## src/verilog/lcd_pkg.sv

```systemverilog
package lcd_pkg;

	// display setup bits, msb first as they appear in the init commands
	typedef struct packed {
		logic display_lines;	// N, 1 selects two lines
		logic font;				// F, 1 selects 5x10 dots
		logic display_on;		// D
		logic cursor;			// C
		logic blink;			// B
		logic inc_dec;			// I/D, 1 increments the address
		logic shift;			// S, shift whole display on write
	} lcd_cfg_t;

	// one host transfer
	typedef struct packed {
		logic       rs;			// 0 instruction, 1 data register
		logic       rw;			// passed to the pin only
		logic [7:0] data;
	} lcd_xfer_t;

	// values on the lcd connector
	typedef struct packed {
		logic       e;
		logic       rs;
		logic       rw;
		logic [7:0] data;
	} lcd_pins_t;

	// timing in microseconds, scaled by CLK_PER_US in the controller
	localparam int POWERUP_US      = 500;	// vdd settle before first command
	localparam int CMD_E_US        = 10;	// enable width of an init command
	localparam int WAIT_SHORT_US   = 50;	// after function set and display control
	localparam int WAIT_CLEAR_US   = 200;	// clear is the slowest command
	localparam int WAIT_ENTRY_US   = 100;	// after entry mode set
	localparam int XFER_US         = 50;	// whole host transfer window
	localparam int XFER_E_START_US = 1;		// address setup before e rises
	localparam int XFER_E_END_US   = 14;	// e falls here, rest is hold

	localparam int INIT_STEPS      = 4;

endpackage

```

## src/verilog/lcd_ctrl.sv

```systemverilog
module lcd_ctrl
	import lcd_pkg::*;
#(
	parameter int CLK_PER_US = 50
) (
	input  logic      clk,
	input  logic      arst_n,
	input  lcd_cfg_t  cfg,
	input  logic      pending,
	input  lcd_xfer_t cmd,
	output logic      taken,
	output logic      done,
	output logic      ready,
	output lcd_pins_t pins
);

	localparam int POWERUP_CYC = POWERUP_US * CLK_PER_US;
	localparam int CMD_E_CYC   = CMD_E_US * CLK_PER_US;
	localparam int XFER_CYC    = XFER_US * CLK_PER_US;
	localparam int E_START_CYC = XFER_E_START_US * CLK_PER_US;
	localparam int E_END_CYC   = XFER_E_END_US * CLK_PER_US;
	localparam int CNT_W       = $clog2(POWERUP_CYC + 1);	// power-up is the longest count

	typedef enum logic [1:0] {
		ST_POWERUP,
		ST_INIT,
		ST_READY,
		ST_XFER
	} state_t;

	state_t           state;
	logic [CNT_W-1:0] cnt;		// cycles into the current phase
	logic [1:0]       step;		// init command index
	logic [1:0]       step_nxt;
	logic             in_wait;	// init phase, 0 enable high, 1 wait

	// command byte of an init step
	function automatic logic [7:0] init_byte(input logic [1:0] idx, input lcd_cfg_t c);
		case (idx)
			2'd0:    init_byte = {4'b0011, c.display_lines, c.font, 2'b00};	// function set
			2'd1:    init_byte = {5'b00001, c.display_on, c.cursor, c.blink};	// on/off ctrl
			2'd2:    init_byte = 8'b0000_0001;								// clear
			default: init_byte = {6'b000001, c.inc_dec, c.shift};			// entry mode
		endcase
	endfunction

	// last cycle of the wait that follows an init step
	function automatic logic [CNT_W-1:0] wait_last(input logic [1:0] idx);
		int us;
		case (idx)
			2'd0, 2'd1: us = WAIT_SHORT_US;
			2'd2:       us = WAIT_CLEAR_US;
			default:    us = WAIT_ENTRY_US;
		endcase
		wait_last = CNT_W'(us * CLK_PER_US - 1);
	endfunction

	assign step_nxt = step + 2'd1;

	// accept straight away once the bus is idle
	assign taken = (state == ST_READY) && pending;
	assign done  = (state == ST_XFER) && (cnt == CNT_W'(XFER_CYC - 1));
	assign ready = (state == ST_READY) || (state == ST_XFER);	// no way back short of reset

	always_ff @(posedge clk or negedge arst_n) begin
		if (!arst_n) begin
			state   <= ST_POWERUP;
			cnt     <= '0;
			step    <= '0;
			in_wait <= 1'b0;
			pins    <= '0;
		end else begin
			case (state)
				ST_POWERUP: begin
					if (cnt == CNT_W'(POWERUP_CYC - 1)) begin
						// first command goes out with e already high
						state   <= ST_INIT;
						cnt     <= '0;
						step    <= 2'd0;
						in_wait <= 1'b0;
						pins    <= '{e: 1'b1, rs: 1'b0, rw: 1'b0, data: init_byte(2'd0, cfg)};
					end else begin
						cnt <= cnt + 1'b1;
					end
				end

				ST_INIT: begin
					if (!in_wait) begin
						if (cnt == CNT_W'(CMD_E_CYC - 1)) begin
							in_wait <= 1'b1;
							cnt     <= '0;
							pins    <= '0;	// bus parked low during the wait
						end else begin
							cnt <= cnt + 1'b1;
						end
					end else if (cnt == wait_last(step)) begin
						cnt     <= '0;
						in_wait <= 1'b0;
						if (step == 2'(INIT_STEPS - 1)) begin
							state <= ST_READY;
						end else begin
							step <= step_nxt;
							pins <= '{e: 1'b1, rs: 1'b0, rw: 1'b0,
								data: init_byte(step_nxt, cfg)};
						end
					end else begin
						cnt <= cnt + 1'b1;
					end
				end

				ST_READY: begin
					if (pending) begin
						state <= ST_XFER;
						cnt   <= '0;
						// rs/rw/data set up ahead of e
						pins  <= '{e: 1'b0, rs: cmd.rs, rw: cmd.rw, data: cmd.data};
					end
				end

				ST_XFER: begin
					if (cnt == CNT_W'(XFER_CYC - 1)) begin
						state <= ST_READY;
						cnt   <= '0;
						pins  <= '0;
					end else begin
						cnt <= cnt + 1'b1;
						if (cnt == CNT_W'(E_START_CYC - 1)) begin
							pins.e <= 1'b1;
						end else if (cnt == CNT_W'(E_END_CYC - 1)) begin
							pins.e <= 1'b0;	// bus stays put for hold
						end
					end
				end

				default: begin
					state <= ST_POWERUP;
					cnt   <= '0;
				end
			endcase
		end
	end

endmodule

```

## src/verilog/lcd_host_port.sv

```systemverilog
module lcd_host_port
	import lcd_pkg::*;
(
	input  logic      clk,
	input  logic      arst_n,
	input  logic      req,
	input  lcd_xfer_t xfer,
	input  logic      taken,
	input  logic      done,
	output logic      ack,
	output logic      pending,
	output lcd_xfer_t cmd
);

	typedef enum logic [1:0] {
		HP_IDLE,
		HP_WAIT_TAKE,
		HP_WAIT_DONE,
		HP_ACK_HIGH
	} hp_state_t;

	hp_state_t state;
	hp_state_t state_nxt;
	logic      accept;

	// new request only after the previous one has been fully released
	assign accept = (state == HP_IDLE) && req;

	always_comb begin
		state_nxt = state;
		case (state)
			HP_IDLE:      if (accept) state_nxt = HP_WAIT_TAKE;
			HP_WAIT_TAKE: if (taken)  state_nxt = HP_WAIT_DONE;
			HP_WAIT_DONE: if (done)   state_nxt = HP_ACK_HIGH;
			HP_ACK_HIGH:  if (!req)   state_nxt = HP_IDLE;
			default:                  state_nxt = HP_IDLE;
		endcase
	end

	always_ff @(posedge clk or negedge arst_n) begin
		if (!arst_n) begin
			state <= HP_IDLE;
		end else begin
			state <= state_nxt;
		end
	end

	// transfer word held for the controller
	always_ff @(posedge clk) begin
		if (accept) begin
			cmd <= xfer;
		end
	end

	assign pending = (state == HP_WAIT_TAKE);	// waits out init as well
	assign ack     = (state == HP_ACK_HIGH);

endmodule

```

## src/verilog/lcd_subsys.sv

```systemverilog
module lcd_subsys
	import lcd_pkg::*;
#(
	parameter int CLK_PER_US = 50
) (
	input  logic      clk,
	input  logic      arst_n,
	input  lcd_cfg_t  cfg,
	input  logic      req,
	input  lcd_xfer_t xfer,
	output logic      ack,
	output logic      ready,
	output lcd_pins_t pins
);

	logic      pending;
	logic      taken;
	logic      done;
	lcd_xfer_t cmd;

	// host handshake side
	lcd_host_port u_host_port (
		.clk     (clk),
		.arst_n  (arst_n),
		.req     (req),
		.xfer    (xfer),
		.taken   (taken),
		.done    (done),
		.ack     (ack),
		.pending (pending),
		.cmd     (cmd)
	);

	// pin side, timing scaled by the clock rate
	lcd_ctrl #(
		.CLK_PER_US (CLK_PER_US)
	) u_ctrl (
		.clk     (clk),
		.arst_n  (arst_n),
		.cfg     (cfg),
		.pending (pending),
		.cmd     (cmd),
		.taken   (taken),
		.done    (done),
		.ready   (ready),
		.pins    (pins)
	);

endmodule

```

## config.mk

```make
export PLATFORM = sky130hd
export DESIGN_NAME = lcd_subsys
export DESIGN_NICKNAME = d
export VERILOG_FILES = /design/src/verilog/lcd_pkg.sv /design/src/verilog/lcd_ctrl.sv /design/src/verilog/lcd_host_port.sv /design/src/verilog/lcd_subsys.sv
export SDC_FILE = /design/constraint.sdc
export NUM_CORES = 1
export LEC_CHECK = 0
export BUFFER_PORTS_ARGS = -buffer_cell sky130_fd_sc_hd__buf_2
export CAP_MARGIN = 0
export CORE_UTILIZATION = 58
export CTS_CLUSTER_DIAMETER = 40
export DETAILED_ROUTE_END_ITERATION = 10
export MAX_ROUTING_LAYER = met4
export PLACE_DENSITY = 0.78
export SYNTH_ARGS = -nofsm -noshare
export SYNTH_HDL_FRONTEND = slang
export SYNTH_HIERARCHICAL = 1
export SYNTH_SLANG_ARGS = --single-unit
```

## constraint.sdc

```tcl
create_clock -name clk -period 3.1 [get_ports clk]
set_input_delay 0.31 -clock clk [delete_from_list [all_inputs] [get_ports clk]]
set_output_delay 0.31 -clock clk [all_outputs]
set_load 0.02 [all_outputs]
```

==> results.toml, run 1 <==
[run_status]
status = "complete, no violations"

[finish]
final_util_pct = 67.90
final_cell_mix = "nand2_1, dfrtp_1, buf_2"
final_common_cell = "nand2_1"
drive_above_1_share_pct = 18.90
num_antenna_cells = 0
fin_nets = 359
syn_to_final_growth_pct = 9.074

[timing]
clock_skew_ns = 0.005505
fin_crit_ns = 2.828
final-max-slew-violation-count = 0
setup_viol = 0
fmax_ghz = 0.3536
rsz0062_at_grt = "false"
finalCritPeriodShare_pct = 91.23
setup_tns_ns = 0
hold_viol_final = 0
slew-limit-headroom_pct = 50.05
fin_ws_ns = 0.2718
max_slew.worst_pin.slew_ns = 0.7493

[die]
die_w_um = 71.30
die_h_um = 71.30
core_area_um2 = 4474
initial_utilization_pct = 62.25
rows = 24
pin_count = 33
dieArea_um2 = 5083

[critical_path]
cp_slowest_stage_delay_ns = 0.53
start_kind = "flip-flop"
ff2ff_path_depth = 7
r2r_start = "u_ctrl/step[0]"
cp_max_fo = 10
r2r_setup_slack_ns = 0.27
r2r_end = "u_ctrl/pins[1]"
crit_slowest_cell = "a211o_2"
crit_chain = "inv_1 > ha_1 > mux2_2 > a211oi_1 > nand4_1 > a211o_2 > mux2_4"
crit_family = "compound AO/OA/AOI/OAI gates"
cp.arrival_ns = 3.02
startpoint = "u_ctrl/step[0]"
critPathBufInv = 1
cp-end-kind = "flip-flop"
crit_required_ns = 3.29
crit_type = "reg -> reg"

[job]
cap_violations = 0

[grt]
grt_max_degree = 34
grt_util_all_layers_pct = 26.02
antenna_found_initial = 0
globalRouteOverflowTotal = 0
grt_pass1_vias = 2112
grt_pass1_wl_um = 9956

[yosys]
syn_area_per_cell_um2 = 9.132
ys.flop_type = "dfrtp_1"
synth_edf_count = 10
yosysWarnings = 6
synth_area_um2 = 2785
ys_types = 56
yosysSeqAreaShare_pct = 40.43
async_reset_ff_share_pct = 76.74
syn-instance-count = 305
synth_nets = 337
synth_seq_cells = 43

[clock_network]
clk_pin_slew_ns = 0.09
hold_buffers = 0
clk_latency_ns = 0.30
htreeDepth = 2
root_buffer = "clkbuf_8"
cts_setup_buffers = 0
cts_tree = "done"
cts_made_buffers = 5
clockBufferDepth = 2
clock-sinks = 43
cts.repair.resized = 0

[route]
met1_length_um = 2839
vias = 2326
wl_met2_um = 2703
drt-pass1-iter-count = 4
routed_wl_um = 5971
via_per_inst = 6.121
wl_per_cell_um = 15.71
wl_met3_um = 352
highest_layer = "met4"
antenna_left = 0
drc = 0
drt_iter0_drc = 145

[pwr]
ir_drop_mv = 0.4370
power.density_nw_per_um2 = 398.7
p_total_w = 0.001211
power_leakage_nw = 1.376

[placement]
dp_hpwl_um = 4302
pre_cts_slack_ns = 0.1410
place.port_buffers = 32
place_congestion = 0.8667

[hold_path]
hp-class = "in -> async"
## synthesized netlist by cell type (all sizes together), types with 2 or more instances
master	number	share of area, %
nand2	39	5.3
dfrtp	33	30
nor2	19	2.6
o21ai	17	3.1
inv	14	1.9
o22ai	13	2.9
clkbuf	12	1.6
ha	12	5.4
buf	11	2.7
nand3	11	2.0
nor3	11	2.0
a21oi	10	1.8
edfxtp	10	11
mux2	9	4.6
nor2b	9	2.0
nand4	7	1.6
nor4	7	2.3
and2	6	1.4
and3	6	1.5
mux2i	5	1.8
a22o	4	1.3
or3	4	1.1
o211ai	3	0.81
a221oi	2	0.63
a2bb2oi	2	0.63
a31oi	2	0.45
and4b	2	0.72
nor3b	2	0.54
nor4b	2	0.63
or4	2	0.67
xnor2	2	0.63
xor2	2	0.63
## layer usage
layer	global-route usage (%)	up-vias
met5	-	-
met4	10.67	0
met3	3.938	6
met2	37.57	72
met1	36.90	1104
li1	-	1144
## cell families after synthesis
logic type,Yosys count,share of synthesized area [%]
AOI/OAI and AO/OA,62,14.29
xor gates and xnor gates,4,1.258
adders and majority gates,12,5.391
buffers and inverters,37,6.154
DFF,43,40.43
muxes,14,6.379
and+or+nand+nor,133,26.10
## per-stage QoR
stage | instance area [um2] | cells | hold slack (ns)
final | 3038 | 380 | 0.06711
after global routing | 3038 | 380 | 0.1116
after CTS | 3030 | 380 | 0.09599
after detailed placement | 2937 | 372 | 0.4317
after global placement | 2937 | 372 | 0.4137
after floorplan | 2785 | 305 | 0.01441
## flip-flops by register name (all words and copies together) (netlist names)
signal / count
u_ctrl/cnt: 15
u_host_port/cmd: 10
u_ctrl/pins: 11
u_ctrl/in_wait: 1
u_host_port/state: 2
u_ctrl/state: 2
u_ctrl/step: 2
## area by class of cell
| type | instances | area [um2] |
|---|---|---|
| fill | 351 | 1436 |
| timing repair buffer | 38 | 205.2 |
| inverter | 14 | 52.55 |
| multi-input combinational | 225 | 1495 |
| clock inverter | 3 | 25.02 |
| clock buffer | 5 | 68.82 |
| sequential | 43 | 1126 |
| tap | 52 | 65.06 |
## where the power goes
part / switching, W / total [W] / internal [W]
clock: 0.000215 / 0.000376 / 0.000161
sequential: 0.0000190 / 0.000643 / 0.000624
combinational: 0.0000980 / 0.000191 / 0.0000934
## how the worst max path moves through the flow
| stage | endpoint | slack [ns] | depth (start not counted) |
|---|---|---|---|
| after global routing | u_ctrl/pins[1] | 0.12 | 8 |
| after global placement | u_ctrl/pins[1] | 0.27 | 8 |
| after floorplan | u_ctrl/pins[0] | 0.35 | 10 |
| after CTS | u_ctrl/pins[1] | 0.11 | 8 |
| after detailed placement | u_ctrl/pins[2] | 0.14 | 8 |
| final | u_ctrl/pins[1] | 0.27 | 7 |
No activity file was read; power rests on OpenSTA's default activity.
==> run 2: changes to the inputs <==
--- a/config.mk
+++ b/config.mk
@@ -12,6 +12,7 @@
 export DETAILED_ROUTE_END_ITERATION = 10
 export MAX_ROUTING_LAYER = met4
 export PLACE_DENSITY = 0.78
+export RECOVER_POWER = 100
 export SYNTH_ARGS = -nofsm -noshare
 export SYNTH_HDL_FRONTEND = slang
 export SYNTH_HIERARCHICAL = 1
==> results.toml, run 2 (synthesis gave the netlist of run 1 again) <==
[critical_path]
crit_chain = "inv_1 > ha_1 > mux2_2 > a211oi_1 > nand4_1 > a211o_2 > mux2_1"
cp-end-kind = "flip-flop"
r2r_setup_slack_ns = 0.26
cp_slowest_stage_delay_ns = 0.51
crit_type = "reg -> reg"
r2r_end = "u_ctrl/pins[1]"
cp-endpoint = "u_ctrl/pins[1]"
cp_max_fo = 10
startpoint = "u_ctrl/step[0]"
ff2ff_path_depth = 7
start_kind = "flip-flop"
crit_slowest_cell = "a211o_2"
crit_required_ns = 3.28
r2r_start = "u_ctrl/step[0]"
cp.arrival_ns = 3.02

[grt]
grt_pass1_wl_um = 9956
globalRouteOverflowTotal = 0
grt_max_degree = 34
grt_pass1_vias = 2112
antenna_found_initial = 0
grt_util_all_layers_pct = 26.02

[die]
core_area_um2 = 4474
initial_utilization_pct = 62.25
dieArea_um2 = 5083
die_w_um = 71.30
die_h_um = 71.30
rows = 24
pin_count = 33

[timing]
setup_tns_ns = 0
setup_viol = 0
clock_skew_ns = 0.004786
fmax_ghz = 0.3526
hold_viol_final = 0
final-max-slew-violation-count = 34
fin_ws_ns = 0.2643
fin_crit_ns = 2.836
slew-limit-headroom_pct = -18.09
finalCritPeriodShare_pct = 91.47
max_slew.worst_pin.slew_ns = 1.771
rsz0062_at_grt = "false"

[route]
wl_per_cell_um = 15.66
vias = 2336
antenna_left = 0
drt-pass1-iter-count = 4
drt_iter0_drc = 172
via_per_inst = 6.147
routed_wl_um = 5950
drc = 0

[clock_network]
cts_made_buffers = 5
hold_buffers = 0
clk_latency_ns = 0.30
clock-sinks = 43
clk_pin_slew_ns = 0.09
clockBufferDepth = 2
root_buffer = "clkbuf_8"
cts_tree = "done"
htreeDepth = 2

[pwr]
power_leakage_nw = 1.285
swShare_pct = 27.63
p_switching_w = 0.0003307
p_int_w = 0.0008663
p_total_w = 0.001197
ir_drop_mv = 0.4372
p_comb_share_pct = 14.8
power_frac_seq_pct = 53.8
power.density_nw_per_um2 = 401.5
pwr-share-clk_pct = 31.4

[finish]
top_register = "u_ctrl/cnt"
multiInputGateArea_um2 = 1460
final_cell_mix = "nand2_1, dfrtp_1, nor2_1"
drive_above_1_share_pct = 11.59
regArea_um2 = 1126
largest_reg_flops = 15
fillers = 370
final_common_cell = "nand2_1"
num_antenna_cells = 0
top_regs = "u_ctrl/cnt (15), u_ctrl/pins (11), u_host_port/cmd (10)"
fin_nets = 359
syn_to_final_growth_pct = 7.053

[hold_path]
hp-class = "in -> reg"

[placement]
pre_cts_slack_ns = 0.1410
place_congestion = 0.8667
dp_hpwl_um = 4302
place.port_buffers = 32

[run_status]
status = "finished with violations"
violations = "capacitance limit, slew limit"

[job]
cap_violations = 1
## run 2: changes by cell type in the layout (fill, tap and decap cells not counted), sizes merged
cell / before / now
clkbuf: 5 / 20
buf: 38 / 23
## run 2: stage by stage
stage                     hold WS, ns  instance area (um2)  std cells  util, %
after floorplan               0.01441                 2785        305        -
after global placement         0.4137                 2937        372    65.63
after detailed placement       0.4317                 2937        372    65.63
after CTS                     0.09599                 3030        380    67.73
after global routing           0.1575                 2982        380    66.64
final                          0.1759                 2982        380    66.64
## run 2: area by class of cell
class	instances	area share, %
multi-input combinational	225	48.97
clock buffer	5	2.308
inverter	14	1.762
clock inverter	3	0.8393
timing repair buffer	38	6.169
sequential	43	37.77
tap	52	2.182
## run 2: timing repair
action | CTS | global route
endpoints found under the setup margin | 0 | 6
buffers inserted | 0 | 0
gates resized for setup | 0 | 2
## run 2: worst min path at each step
stage / start / depth (start not counted) / endpoint
after global placement: arst_n / 1 / u_ctrl/cnt[6]
final: xfer[8] / 1 / u_host_port/cmd[8]
after detailed placement: arst_n / 1 / u_ctrl/cnt[2]
after CTS: arst_n / 1 / u_ctrl/cnt[8]
after floorplan: arst_n / 0 / u_ctrl/cnt[0]
after global routing: xfer[7] / 1 / u_host_port/cmd[7]
## run 2: per-layer routing
metal	part of all wire, %	vias to the layer above	track usage (%)
li1	-	1145	-
met1	48	1111	36.90
met2	45	73	37.57
met3	5.7	7	3.938
met4	1.4	0	10.67
met5	0	-	-
## run 2: critical path: cells and delay by family (launching register included)
family / cells / cell delay, ns
AOI/OAI and AO/OA: 2 / 0.87
muxes: 2 / 0.72
DFF: 1 / 0.38
adders and majority gates: 1 / 0.34
and+or+nand+nor: 1 / 0.26
buffers and inverters: 1 / 0.14
## run 2: power groups by stage
stage	clock network, W	registers, W	logic [W]
floorplan	0	0.000651	0.000142
global placement	0	0.000654	0.000186
detailed placement	0	0.000656	0.000192
CTS	0.000382	0.000644	0.000194
global route	0.000404	0.000650	0.000200
finish	0.000376	0.000644	0.000177
==> run 3: changes to the inputs <==
--- a/config.mk
+++ b/config.mk
@@ -7,11 +7,11 @@
 export LEC_CHECK = 0
 export BUFFER_PORTS_ARGS = -buffer_cell sky130_fd_sc_hd__buf_2
 export CAP_MARGIN = 0
-export CORE_UTILIZATION = 58
+export CORE_UTILIZATION = 63
 export CTS_CLUSTER_DIAMETER = 40
 export DETAILED_ROUTE_END_ITERATION = 10
 export MAX_ROUTING_LAYER = met4
-export PLACE_DENSITY = 0.78
+export PLACE_DENSITY = 0.84
 export RECOVER_POWER = 100
 export SYNTH_ARGS = -nofsm -noshare
 export SYNTH_HDL_FRONTEND = slang
==> constraint.sdc (replaced) <==
create_clock -name clk -period 3.5 [get_ports clk]
set_input_delay 0.35 -clock clk [delete_from_list [all_inputs] [get_ports clk]]
set_output_delay 0.35 -clock clk [all_outputs]
set_load 0.02 [all_outputs]
==> results.toml, run 3 (synthesis gave the netlist of run 1 again) <==
[clock_network]
cts_tree = "done"
clk_latency_ns = 0.30
htreeDepth = 2
cts.repair.resized = 0
cts_made_buffers = 5
clk_pin_slew_ns = 0.08
hold_buffers = 0
clock-sinks = 43
root_buffer = "clkbuf_8"
clockBufferDepth = 2
cts_setup_buffers = 0

[finish]
largest_reg_flops = 15
top_register = "u_ctrl/cnt"
drive_above_1_share_pct = 9.538
syn_to_final_growth_pct = 5.526
num_antenna_cells = 0
final_common_cell = "nand2_1"
top_regs = "u_ctrl/cnt (15), u_ctrl/pins (11), u_host_port/cmd (10)"
fillers = 344
fin_nets = 356
final_cell_mix = "nand2_1, dfrtp_1, nor2_1"

[grt]
antenna_found_initial = 0
grt_max_degree = 34
grt_pass1_wl_um = 9798
grt_util_all_layers_pct = 29.38
grt_pass1_vias = 2071
globalRouteOverflowTotal = 0

[route]
vias = 2335
wl_per_cell_um = 15.99
antenna_left = 0
drt-pass1-iter-count = 5
routed_wl_um = 5997
drt_iter0_drc = 171
drc = 0
via_per_inst = 6.227

[critical_path]
crit_required_ns = 3.67
crit_type = "reg -> reg"
r2r_end = "u_ctrl/pins[2]"
cp_max_fo = 10
ff2ff_path_depth = 8
cp.arrival_ns = 3.29
r2r_setup_slack_ns = 0.38
start_kind = "flip-flop"
r2r_start = "u_ctrl/step[0]"
cp-end-kind = "flip-flop"

[timing]
finalCritPeriodShare_pct = 89.08
max_slew.worst_pin.slew_ns = 1.750
setup_tns_ns = 0
hold_viol_final = 0
final-max-slew-violation-count = 34
fin_crit_ns = 3.118
setup_viol = 0
rsz0062_at_grt = "false"
whs_ns = 0.2220
slew-limit-headroom_pct = -16.63
fmax_ghz = 0.3207
clock_skew_ns = 0.004900

[die]
dieArea_um2 = 4691
core_area_um2 = 4115
die_h_um = 68.49
initial_utilization_pct = 67.68
pin_count = 33
rows = 23
die_w_um = 68.49

[hold_path]
hold_path_startpoint = "xfer[6]"
min_to = "u_host_port/cmd[6]"
holdPathStages = 1
hp-class = "in -> reg"

[run_status]
violations = "capacitance limit, slew limit"
status = "finished with violations"

[placement]
place.port_buffers = 32
dp_hpwl_um = 4393
place_congestion = 0.9520

[pwr]
power_leakage_nw = 1.261
ir_drop_mv = 0.3332
power.density_nw_per_um2 = 352.6

[job]
cap_violations = 1
## run 3: cell count changes in the layout (fill, tap and decap cells not counted), sizes merged
cell	before	now
buf	23	20
## run 3: layout make-up
cell class,count,area (um2),share of cell area (%)
inverter,14,52.55,1.788
clock buffer,5,68.82,2.341
multi-input combinational,225,1453,49.43
clock inverter,3,15.01,0.5109
tap,50,62.56,2.129
timing repair buffer,35,161.4,5.492
sequential,43,1126,38.31
## run 3: worst max path at each step
stage	from	endpoint	cells after the start
5_1_grt	u_ctrl/step[0]	u_ctrl/cnt[11]	9
3_3_place_gp	u_ctrl/step[0]	u_ctrl/pins[1]	8
4_1_cts	u_ctrl/step[0]	u_ctrl/pins[2]	8
6_report	u_ctrl/step[0]	u_ctrl/pins[2]	8
2_1_floorplan	u_ctrl/step[0]	u_ctrl/pins[0]	10
3_5_place_dp	u_ctrl/step[0]	u_ctrl/pins[2]	8
## run 3: layer usage
metal	part of all wire, %	global-route usage, %	wire length [um]
met1	44	41.23	2661
met2	47	43.14	2829
met3	7.6	5.263	455
met4	0.85	9.115	51
met5	0	-	0
## run 3: critical path, cell delays in order (launching register included)
cell     delay, ns
dfrtp_1       0.46
inv_1         0.18
ha_1          0.35
o21ai_0       0.17
mux2i_1       0.14
nor4_1        0.47
nand4_1       0.30
a211o_1       0.53
mux2_1        0.39
## run 3: through the flow
step	util (%)	power [W]	setup slack, ns	cell area (um2)	std cells
6_report	71.42	0.001036	0.3823	2939	375
5_1_grt	71.42	0.001088	0.1032	2939	375
4_1_cts	72.79	0.001058	0.4050	2995	375
3_5_place_dp	70.75	0.0007566	0.3922	2912	367
3_3_place_gp	70.75	0.0007432	0.5763	2912	367
2_1_floorplan	-	0.0007023	0.7531	2785	305
## run 3: power by group
| part | total, W | internal [W] | switching [W] |
|---|---|---|---|
| clock | 0.000304 | 0.000136 | 0.000169 |
| sequential | 0.000572 | 0.000553 | 0.0000188 |
| combinational | 0.000160 | 0.0000722 | 0.0000875 |
| total | 0.00104 | 0.000761 | 0.000275 |
